<file path="src/fetchPkg.sv">
// Fetch-state sequencer shared definitions.
// State, operation-class and displacement-size encodings, plus the
// brief and full extension-word formats.
`default_nettype none

package fetchPkg;

    localparam int STATE_WIDTH    = 5;
    localparam int ADR_MODE_WIDTH = 3;
    localparam int EXT_WORD_WIDTH = 16;

    typedef enum logic [STATE_WIDTH-1:0] {
        START_OP,
        CALC_AEFF,
        FETCH_DISPL,
        FETCH_EXWORD_1,
        FETCH_D_LO,
        FETCH_D_HI,
        FETCH_OD_HI,
        FETCH_OD_LO,
        FETCH_ABS_HI,
        FETCH_ABS_LO,
        FETCH_MEMADR,
        FETCH_OPERAND,
        INIT_EXEC_WB,
        SLEEP,
        SWITCH_STATE
    } fetchStateT;

    typedef enum logic [2:0] {
        OP_ALU_EA,     // ALU op, effective address source.
        OP_ALU_ADDR,   // ALU op, An destination.
        OP_LOAD_ADR,   // LEA and PEA style.
        OP_CONTROL_EA, // JMP, JSR, Scc and friends.
        OP_BRANCH
    } opClassT;

    // Base and outer displacement size codes.
    typedef enum logic [1:0] {
        SIZE_RESERVED = 2'b00,
        SIZE_NULL     = 2'b01,
        SIZE_WORD     = 2'b10,
        SIZE_LONG     = 2'b11
    } dispSizeT;

    typedef struct packed {
        logic                          idxIsAddr; // Index is An, else Dn.
        logic [2:0]                    idxReg;
        logic                          idxLong;
        logic [1:0]                    scale;
        logic                          fullFormat;
        logic [EXT_WORD_WIDTH/2-1:0]   disp8;
    } briefExtT;

    typedef struct packed {
        logic       idxIsAddr;
        logic [2:0] idxReg;
        logic       idxLong;
        logic [1:0] scale;
        logic       fullFormat;
        logic       baseSuppress;
        logic       indexSuppress;
        dispSizeT   bdSize;
        logic       zeroBit;
        logic [2:0] idxIndSel;      // Low two bits give the outer size.
    } fullExtT;

    typedef union packed {
        briefExtT brief;
        fullExtT  full;
    } extWordT;

    // Effective address modes.
    localparam logic [ADR_MODE_WIDTH-1:0] MODE_INDIRECT = 3'b010;
    localparam logic [ADR_MODE_WIDTH-1:0] MODE_POSTINC  = 3'b011;
    localparam logic [ADR_MODE_WIDTH-1:0] MODE_PREDEC   = 3'b100;
    localparam logic [ADR_MODE_WIDTH-1:0] MODE_DISPL    = 3'b101;
    localparam logic [ADR_MODE_WIDTH-1:0] MODE_INDEX    = 3'b110;
    localparam logic [ADR_MODE_WIDTH-1:0] MODE_ABS      = 3'b111;

    // Register field under MODE_ABS.
    localparam logic [ADR_MODE_WIDTH-1:0] ABS_WORD_REG  = 3'b000;
    localparam logic [ADR_MODE_WIDTH-1:0] ABS_LONG_REG  = 3'b001;

endpackage

`default_nettype wire

</file>
<file path="src/extWordDecoder.sv">
// Extension-word decoder for the fetch sequencer.
// Next state for displacement, indexed, absolute and memory-indirect
// fetches. Keeps the outer-displacement flags of the full-format word
// for use after the base displacement has been read.
`timescale 1ns/1ps
`default_nettype none

module extWordDecoder (
    input  wire                         CLK,
    input  wire                         reset,
    input  wire fetchPkg::fetchStateT   fetchState,
    input  wire fetchPkg::opClassT      opClass,
    input  wire fetchPkg::extWordT      extWord,
    input  wire                         ewAck,
    input  wire                         memAdrRdy,
    input  wire                         arInUse,
    input  wire                         drInUse,
    output fetchPkg::fetchStateT        extNext,
    output logic                        extOwns
);

    import fetchPkg::*;

    dispSizeT   odSize;
    logic       isFull;
    logic       odLong;
    logic       odWord;
    logic       memInd;
    logic       odLongQ;    // Captured at the acknowledged extension word.
    logic       odWordQ;
    logic       memIndQ;
    logic       addrGate;
    fetchStateT classTarget;

    assign isFull = extWord.brief.fullFormat;
    assign odSize = dispSizeT'(extWord.full.idxIndSel[1:0]);
    assign odLong = isFull && (odSize == SIZE_LONG);
    assign odWord = isFull && (odSize == SIZE_WORD);
    assign memInd = isFull && (odSize != SIZE_RESERVED); // Any memory indirection.

    // A data index register in a brief word must be free as well.
    assign addrGate = !arInUse && !(!isFull && !extWord.brief.idxIsAddr && drInUse);

    always_comb begin
        case (opClass)
            OP_ALU_EA, OP_ALU_ADDR: classTarget = CALC_AEFF;
            OP_LOAD_ADR:            classTarget = SWITCH_STATE;
            default:                classTarget = INIT_EXEC_WB;
        endcase
    end

    always_ff @(posedge CLK) begin
        if (reset) begin
            odLongQ <= 1'b0;
            odWordQ <= 1'b0;
            memIndQ <= 1'b0;
        end else if (fetchState == FETCH_EXWORD_1 && ewAck) begin
            odLongQ <= odLong;
            odWordQ <= odWord;
            memIndQ <= memInd;
        end
    end

    always_comb begin
        extOwns = 1'b1;
        extNext = fetchState; // Hold unless a rule below fires.
        case (fetchState)
            FETCH_DISPL: begin
                if (ewAck && !arInUse) begin
                    extNext = classTarget;
                end
            end
            FETCH_EXWORD_1: begin
                if (ewAck && isFull) begin
                    case (extWord.full.bdSize)
                        SIZE_LONG:     extNext = FETCH_D_HI;
                        SIZE_WORD:     extNext = FETCH_D_LO;
                        SIZE_RESERVED: extNext = START_OP; // Illegal format.
                        default: begin
                            if (odLong) begin
                                extNext = FETCH_OD_HI;
                            end else if (odWord) begin
                                extNext = FETCH_OD_LO;
                            end else if (memInd) begin
                                extNext = FETCH_MEMADR;
                            end else if (addrGate) begin
                                extNext = classTarget;
                            end
                        end
                    endcase
                end else if (ewAck && addrGate) begin
                    extNext = classTarget; // Brief format.
                end
            end
            FETCH_D_HI: begin
                if (ewAck) begin
                    extNext = FETCH_D_LO;
                end
            end
            FETCH_D_LO: begin
                if (ewAck) begin
                    if (odLongQ) begin
                        extNext = FETCH_OD_HI;
                    end else if (odWordQ) begin
                        extNext = FETCH_OD_LO;
                    end else if (memIndQ) begin
                        extNext = FETCH_MEMADR;
                    end else if (!arInUse) begin
                        extNext = classTarget;
                    end
                end
            end
            FETCH_OD_HI: begin
                if (ewAck) begin
                    extNext = FETCH_OD_LO;
                end
            end
            FETCH_OD_LO: begin
                if (ewAck) begin
                    extNext = FETCH_MEMADR;
                end
            end
            FETCH_MEMADR: begin
                if (memAdrRdy && !arInUse) begin
                    extNext = classTarget;
                end
            end
            FETCH_ABS_HI: begin
                if (ewAck) begin
                    extNext = FETCH_ABS_LO;
                end
            end
            FETCH_ABS_LO: begin
                if (ewAck) begin
                    extNext = classTarget; // Address is complete, no hazard.
                end
            end
            default: begin
                extOwns = 1'b0;
                extNext = START_OP;
            end
        endcase
    end

endmodule

`default_nettype wire

</file>
<file path="src/fetchEntryDecoder.sv">
// Entry decoder for the fetch sequencer.
// Picks the first fetch state from the address mode when an operation starts.
`timescale 1ns/1ps
`default_nettype none

module fetchEntryDecoder #(
    parameter int modeWidth = fetchPkg::ADR_MODE_WIDTH
) (
    input  wire fetchPkg::fetchStateT   fetchState,
    input  wire                         opStart,
    input  wire fetchPkg::opClassT      opClass,
    input  wire [modeWidth-1:0]         adrMode,
    input  wire [modeWidth-1:0]         adrReg,
    output fetchPkg::fetchStateT        entryNext,
    output logic                        entryOwns
);

    import fetchPkg::*;

    assign entryOwns = (fetchState == START_OP);

    always_comb begin
        if (!opStart) begin
            entryNext = START_OP; // Idle.
        end else if (opClass == OP_BRANCH) begin
            entryNext = INIT_EXEC_WB; // No operand address needed.
        end else begin
            case (adrMode)
                MODE_DISPL: begin
                    entryNext = FETCH_DISPL;
                end
                MODE_INDEX: begin
                    entryNext = FETCH_EXWORD_1;
                end
                MODE_ABS: begin
                    if (adrReg == ABS_WORD_REG) begin
                        entryNext = FETCH_ABS_LO; // Short absolute.
                    end else begin
                        entryNext = FETCH_ABS_HI;
                    end
                end
                MODE_INDIRECT, MODE_POSTINC, MODE_PREDEC: begin
                    entryNext = CALC_AEFF;
                end
                default: begin // Register direct and the rest.
                    entryNext = INIT_EXEC_WB;
                end
            endcase
        end
    end

endmodule

`default_nettype wire

</file>
<file path="src/fetchSequencer.sv">
// Fetch-state sequencer top level.
// Holds the state register and the latched operation class, and picks
// the next state from whichever decoder owns the current state.
`timescale 1ns/1ps
`default_nettype none

module fetchSequencer #(
    parameter int modeWidth = fetchPkg::ADR_MODE_WIDTH
) (
    input  wire                         CLK,
    input  wire                         reset,
    input  wire                         opStart,
    input  wire fetchPkg::opClassT      opClass,
    input  wire [modeWidth-1:0]         adrMode,
    input  wire [modeWidth-1:0]         adrReg,
    input  wire fetchPkg::extWordT      extWord,
    input  wire                         ewAck,
    input  wire                         rdRdy,
    input  wire                         memAdrRdy,
    input  wire                         arInUse,
    input  wire                         drInUse,
    input  wire                         aluBusy,
    input  wire                         execWbIdle,
    output fetchPkg::fetchStateT        fetchState
);

    import fetchPkg::*;

    opClassT    opClassQ;   // Class of the running operation.
    fetchStateT nextState;
    fetchStateT entryNext;
    fetchStateT extNext;
    fetchStateT stepNext;
    logic       entryOwns;
    logic       extOwns;
    logic       stepOwns;
    logic       opAccept;

    assign opAccept = (fetchState == START_OP) && opStart;

    always_ff @(posedge CLK) begin
        if (reset) begin
            fetchState <= START_OP;
            opClassQ   <= OP_ALU_EA;
        end else begin
            fetchState <= nextState;
            if (opAccept) begin
                opClassQ <= opClass;
            end
        end
    end

    always_comb begin
        if (entryOwns) begin
            nextState = entryNext;
        end else if (extOwns) begin
            nextState = extNext;
        end else if (stepOwns) begin
            nextState = stepNext;
        end else begin
            nextState = START_OP; // Unowned code, recover.
        end
    end

    fetchEntryDecoder #(
        .modeWidth (modeWidth)
    ) entryDec (
        .fetchState (fetchState),
        .opStart    (opStart),
        .opClass    (opClass),
        .adrMode    (adrMode),
        .adrReg     (adrReg),
        .entryNext  (entryNext),
        .entryOwns  (entryOwns)
    );

    extWordDecoder extDec (
        .CLK        (CLK),
        .reset      (reset),
        .fetchState (fetchState),
        .opClass    (opClassQ),
        .extWord    (extWord),
        .ewAck      (ewAck),
        .memAdrRdy  (memAdrRdy),
        .arInUse    (arInUse),
        .drInUse    (drInUse),
        .extNext    (extNext),
        .extOwns    (extOwns)
    );

    operandStepDecoder stepDec (
        .fetchState (fetchState),
        .opClass    (opClassQ),
        .rdRdy      (rdRdy),
        .arInUse    (arInUse),
        .drInUse    (drInUse),
        .aluBusy    (aluBusy),
        .execWbIdle (execWbIdle),
        .stepNext   (stepNext),
        .stepOwns   (stepOwns)
    );

endmodule

`default_nettype wire

</file>
<file path="src/operandStepDecoder.sv">
// Operand-step decoder for the fetch sequencer.
// Next state for address calculation, operand read, the switch cycle,
// the execute/writeback hand-off and the sleep wait.
`timescale 1ns/1ps
`default_nettype none

module operandStepDecoder (
    input  wire fetchPkg::fetchStateT   fetchState,
    input  wire fetchPkg::opClassT      opClass,
    input  wire                         rdRdy,
    input  wire                         arInUse,
    input  wire                         drInUse,
    input  wire                         aluBusy,
    input  wire                         execWbIdle,
    output fetchPkg::fetchStateT        stepNext,
    output logic                        stepOwns
);

    import fetchPkg::*;

    always_comb begin
        stepOwns = 1'b1;
        stepNext = fetchState;
        case (fetchState)
            CALC_AEFF: begin
                stepNext = FETCH_OPERAND; // One cycle for the adder.
            end
            FETCH_OPERAND: begin
                if (rdRdy) begin
                    if (opClass == OP_ALU_EA && drInUse) begin
                        stepNext = SWITCH_STATE; // Destination Dn still busy.
                    end else begin
                        stepNext = INIT_EXEC_WB;
                    end
                end
            end
            SWITCH_STATE: begin
                case (opClass)
                    OP_LOAD_ADR: begin
                        stepNext = INIT_EXEC_WB; // Address settles here.
                    end
                    OP_ALU_ADDR: begin
                        if (!arInUse) begin
                            stepNext = INIT_EXEC_WB;
                        end
                    end
                    default: begin
                        if (!drInUse) begin
                            stepNext = INIT_EXEC_WB;
                        end
                    end
                endcase
            end
            INIT_EXEC_WB: begin
                if (!aluBusy) begin
                    if (opClass == OP_BRANCH) begin
                        stepNext = SLEEP; // Let the new flow settle.
                    end else begin
                        stepNext = START_OP;
                    end
                end
            end
            SLEEP: begin
                if (execWbIdle) begin
                    stepNext = START_OP;
                end
            end
            default: begin
                stepOwns = 1'b0;
                stepNext = START_OP;
            end
        endcase
    end

endmodule

`default_nettype wire

</file>
<file path="config.mk">
export PLATFORM = sky130hd
export DESIGN_NAME = fetchSequencer
export DESIGN_NICKNAME = d
export VERILOG_FILES = /design/src/fetchPkg.sv /design/src/extWordDecoder.sv /design/src/fetchEntryDecoder.sv /design/src/fetchSequencer.sv /design/src/operandStepDecoder.sv
export SDC_FILE = /design/constraint.sdc
export NUM_CORES = 1
export LEC_CHECK = 0
export BUFFER_PORTS_ARGS = -buffer_cell sky130_fd_sc_hd__buf_2
export CAP_MARGIN = 10
export CORE_ASPECT_RATIO = 2
export CORE_MARGIN = 1.5
export CORE_UTILIZATION = 58
export DETAILED_ROUTE_END_ITERATION = 8
export PLACE_DENSITY = 0.86
export SYNTH_ARGS = -nofsm -noshare
export SYNTH_HDL_FRONTEND = slang
export SYNTH_HIERARCHICAL = 1
export SYNTH_SLANG_ARGS = --single-unit
</file>
<file path="constraint.sdc">
create_clock -name CLK -period 3.9 [get_ports CLK]
set_input_delay 0.195 -clock CLK [delete_from_list [all_inputs] [get_ports CLK]]
set_output_delay 0.195 -clock CLK [all_outputs]
set_load 0.1 [all_outputs]
</file>
# Word-level counts from Yosys, hierarchy flattened
# Index checks and enable logic that the tools add are counted.
[op_classes]
n_eq_ne = 44
n_mux = 39
n_reduce_logical = 27
[op_table]
columns = ["op", "n"]
rows = [
  ["5-bit 2-to-1 mux", 28],
  ["5-bit case mux with 9 select lines", 1],
  ["5-bit by 4-bit == test with 1-bit output, second input constant", 7],
  ["4-bit != test, second input constant", 8],
  ["5-bit case mux with 5 select lines", 1],
  ["5-bit by 3-bit == test with 1-bit output, second input constant", 4],
  ["5-bit != test, second input constant", 4],
  ["5-bit case mux with 4 select lines", 1],
  ["3-bit == test, second input constant", 6],
  ["16-bit AND reduction", 1],
  ["5-bit case mux with 3 select lines", 1],
  ["7-bit != test, second input constant", 2],
  ["1-bit logical AND", 13],
  ["11-bit != test, second input constant", 1],
  ["5-bit by 2-bit == test with 1-bit output, second input constant", 2],
  ["5-bit case mux with 2 select lines", 1],
  ["3-bit by 2-bit == test with 1-bit output, second input constant", 3],
  ["9-bit OR reduction", 1],
  ["2-bit == test, second input constant", 4],
  ["4-bit case mux with 2 select lines", 1],
  ["3-bit logical NOT", 2],
  ["6-bit != test, second input constant", 1],
  ["5-bit by 1-bit == test with 1-bit output, second input constant", 1],
  ["5-bit logical NOT", 1],
  ["other kinds (10)", 15],
]
[word_totals]
regBits = 11
inputBits = 35
output_inout_bits = 5

# Logic depth before layout (Yosys ltp)
[depth]
word_depth = 14
depth_mapped = 8

# Modules after synthesis
# The synthesis kept the hierarchy.
[modules_own_cells]
columns = ["module", "instances", "cells_per_inst", "area_each_um2", "seq_area_each_um2"]
rows = [
  ["extWordDecoder", 1, 122, 795.8, 60.1],
  ["fetchSequencer", 1, 39, 381.6, 160.2],
  ["operandStepDecoder", 1, 44, 294.0, 0.0],
  ["fetchEntryDecoder", 1, 17, 118.9, 0.0],
]

# Worst setup path before layout
# OpenSTA, ideal clock, no wires.
[synth_path]
path_kind = "reg-to-reg"
start = "register fetchState[1]"
end = "register fetchState[0]"
setup_ps = 128
arrival_time_ps = 2408
slack_ps = 1365
stages_incl_launch_ff = 9
path_buffers = 1
synth_period_minus_slack_ps = 2535
cell_sequence = "dfxtp_1 > buf_2 > nand2_1 > xnor2_1 > a21oi_1 > nor2_1 > nor2b_1 > a221oi_1 > nor3_1"
[synth_between]
elab_chain_len = 6
word_cells_on_any_way = 41
cone_classes = "eq/ne (30); mux (7); reduce/logical (4)"
[synth_rtl]
columns = ["element", "line_no", "rtl"]
rows = [
  ["start, declared", "fetchSequencer.sv:24", "output fetchPkg::fetchStateT fetchState"],
  ["start signal, assigned", "fetchSequencer.sv:46", "fetchState <= nextState;"],
  ["5-bit by 1-bit == test with 1-bit output / 5-bit by 4-bit == test with 1-bit output (equally long branches)", "operandStepDecoder.sv:24", "case (fetchState)"],
  ["5-bit OR reduction (no source line) (*)", "--", ""],
  ["1-bit 2-to-1 mux (*)", "operandStepDecoder.sv:24", ""],
  ["net stepOwns", "fetchSequencer.sv:36", "logic stepOwns;"],
  ["branches (longest 3 deep; another with 16-bit AND reduction)", "--", ""],
]
# Mark *: on every way through the listed nets, which the timed path passes.
# A chain may end at the register's enable or synchronous reset.

# Worst setup path after layout
[layout_path]
start = "register fetchState[1]"
end = "register fetchState[1]"
[layout_between]
word_cells_on_any_way = 41
cone_classes = "eq/ne (30); mux (7); reduce/logical (4)"
[layout_rtl]
columns = ["element", "line_no", "rtl"]
rows = [
  ["5-bit by 2-bit == test with 1-bit output (tied with other cells)", "extWordDecoder.sv:67", "case (fetchState)"],
  ["9-bit OR reduction (no source line) (*)", "--", ""],
  ["1-bit 2-to-1 mux (*)", "extWordDecoder.sv:67", ""],
  ["net extOwns", "fetchSequencer.sv:35", "logic extOwns;"],
  ["11-bit != test (no source line) (tied with other cells)", "--", ""],
  ["16-bit AND reduction (no source line) / 5-bit 2-to-1 mux (equally long branches)", "--", ""],
]
# Mark *: on every way through the listed nets, which the timed path passes. The rest lies on a longest branch.

==> flow_summary.toml <==
[setup_path]
crit_arrival_ps = 2530
critical_path_depth = 5
crit_top_cell = "nor3_1"
critPathMaxStageDelay_ps = 950
r2r.worst_path.cells = 5
end_kind = "register"
reg2reg_slack_ps = 1480
path_delay_family = "simple AND/OR/NAND/NOR gates"
required_ps = 4010
r2r-end = "fetchState[1]"
startpoint_type = "register"
crit_type = "register to register"
cp_max_fo = 28
r2r_start = "fetchState[1]"
worst-path-buf-inv = 0
cpMaxStageDelayCell = "dfxtp_1"
crit_chain = "nor3_1, nor3_1, nor2b_1, a221oi_1, nor3_1"

[finish]
num_antenna_cells = 0
layout-drive-gt1-share_pct = 18.41
postLayoutCellArea_um2 = 1722
area_growth_pct = 8.261
layout_common_cells = "buf_2, nor2_1, a21oi_1"
final_cells = 267
final_nets = 275
final_common_cell = "buf_2"

[drt]
drtPass1Iterations = 4
via_per_inst = 6.610
ant_nets = 0
drt-total-wl_mm = 4.399
wl_per_cell_um = 16.48
drc = 0
num_vias = 1765
drt_iter0_drc = 73

[synthesis]
ys_warn_count = 6
yosys.area.top_type = "dfxtp_1"
synth_area_um2 = 1590
yosys-top-cells-area = "dfxtp_1, a21oi_1, nand2b_1, nor2_1, a221oi_1"
synthDistinctLibCells = 63
synthCells = 222
synth_seq_cells = 11
synth_edf_count = 0
syn-num-nets = 257
synth_top_area_share_pct = 13.85
yosysSeqAreaShare_pct = 13.85
synth_ff_type = "dfxtp_1"
avgSynthCellArea_um2 = 7.163
async_flop_share_pct = 0

[floorplanning]
initial_core_util_pct = 61.88
coreArea_um2 = 2570
die_x_um = 40.03
num_io_pins = 40
num_rows = 26
die_y_um = 77.05
dieArea_um2 = 3084

[clocking]
clk_latency_ps = 230
post_cts_buffers = 0
cts_inserted_buffers = 3
clk_pin_slew_ps = 50
cts_buffer_depth = 2
cts_tree = "built"
cts_root_buf = "clkbuf_8"
clock_sinks = 11
cts_hold_buffers = 0
cts_resized = 0
htreeDepth = 1

[timing]
final_hold_viol_count = 0
rsz0062_at_grt = "false"
clock.fmax_mhz = 413.5
slew_violations = 0
min_period_ps = 2418
period_share_pct = 62.01
tns_ps = 0
finalSetupViolCount = 0
max_slew_margin_pct = 35.72
final.setup_skew_ps = 2.045
tightest_slew_ps = 962.9
setup_ws_ps = 1482

[hold_path]
min_path_type = "primary input to register"
min_to = "opClassQ[2]"
min_from = "opClass[2]"
min_path_cells = 3

[placement]
place.gp.congestion = 0.8932
post-place-ws_ps = 1544
post-dp-hpwl_mm = 3.260
io_buffers = 29
dp_cells = 263
placed_cell_area_um2 = 1677

[grt]
grt_util_all_layers_pct = 30.74
antenna_found_initial = 0
grt_max_degree = 29
grt_pass1_vias = 1601
grt_pass1_wl_mm = 6.872
gr-total-overflow = 0

[power_and_ir_drop]
ir_worst_vdd_mv = 0.4033
p_per_area_nw_per_um2 = 506.6
total_power_uw = 872.1
power.static_leakage_nw = 0.6606

[run_status]
run_status = "finished clean"

[job]
cap_violations = 0
[area by class of cell]
cell class / instances / area [um^2]
Tap cell: 28 / 35.03
Inverter: 13 / 48.80
Fill cell: 256 / 848.3
Sequential cell: 11 / 220.2
Timing Repair Buffer: 30 / 152.6
Multi-Input combinational cell: 181 / 1220
Clock buffer: 4 / 45.04
[state kept, by name, summed over array words and instances (netlist names)]
register        cells
fetchState          5
opClassQ            3
extDec/memIndQ      1
extDec/odLongQ      1
extDec/odWordQ      1
[through the flow]
step | util, % | hold WS, ps
global placement | 65.24 | 469.9
floorplan | - | 264.1
global route | 66.99 | 241.2
finish | 66.99 | 239.0
detailed placement | 65.24 | 474.1
CTS | 66.99 | 236.1
[worst max-delay path by stage]
stage | from | endpoint
final | fetchState[1] | fetchState[1]
after global routing | fetchState[1] | fetchState[1]
after CTS | fetchState[1] | fetchState[1]
after detailed placement | fetchState[1] | fetchState[1]
after global placement | fetchState[1] | fetchState[1]
after floorplan | fetchState[1] | fetchState[0]
[cells by family after synthesis]
kind of cell / after synthesis / share of synthesized area (%)
xor gates and xnor gates: 3 / 1.653
DFF: 11 / 13.85
other: 3 / 0.7081
buffers and inverters: 30 / 9.442
AOI/OAI and AO/OA: 63 / 28.80
and+or+nand+nor: 105 / 41.07
muxes: 7 / 4.485
[per-layer routing]
metal  global-route usage, %  up-vias  part of all wire [%]
li1                        -      863                     -
met2                   57.42       77                    56
met4                   12.07        0                   3.0
met3                   2.023       13                   4.9
met1                   31.03      812                    37
met5                       0        -                     0
[power breakdown]
part / switching, mW / internal (mW)
Combinational: 0.338 / 0.193
Sequential: 0.0945 / 0.136
Clock: 0.0392 / 0.0714
Total: 0.471 / 0.401
[worst register-to-register path: cells and delay by family (launching register included)]
family           cells  cell delay, ps
AO/OA/AOI/OAI        1             340
AND/OR/NAND/NOR      4            1010
flip-flops           1             950
[Yosys cell counts (2+ instances only)]
master	count
a21o_1	2
a21oi_1	15
a221oi_1	7
a31oi_1	3
and2b_1	2
and3_1	3
buf_1	2
buf_2	6
buf_4	5
clkbuf_1	3
conb_1	3
dfxtp_1	11
inv_1	13
mux2i_1	6
nand2_1	11
nand2b_1	12
nand3_1	8
nand3b_1	6
nand4b_1	5
nor2_1	17
nor2b_1	6
nor3_1	7
nor3b_1	5
nor3b_2	3
nor4_1	4
o2111ai_1	2
o211ai_1	3
o21a_1	2
o21ai_0	6
o221ai_1	4
o22ai_1	3
or3_1	4
xnor2_1	3
Note: power is estimated with default switching activity, not from simulation.
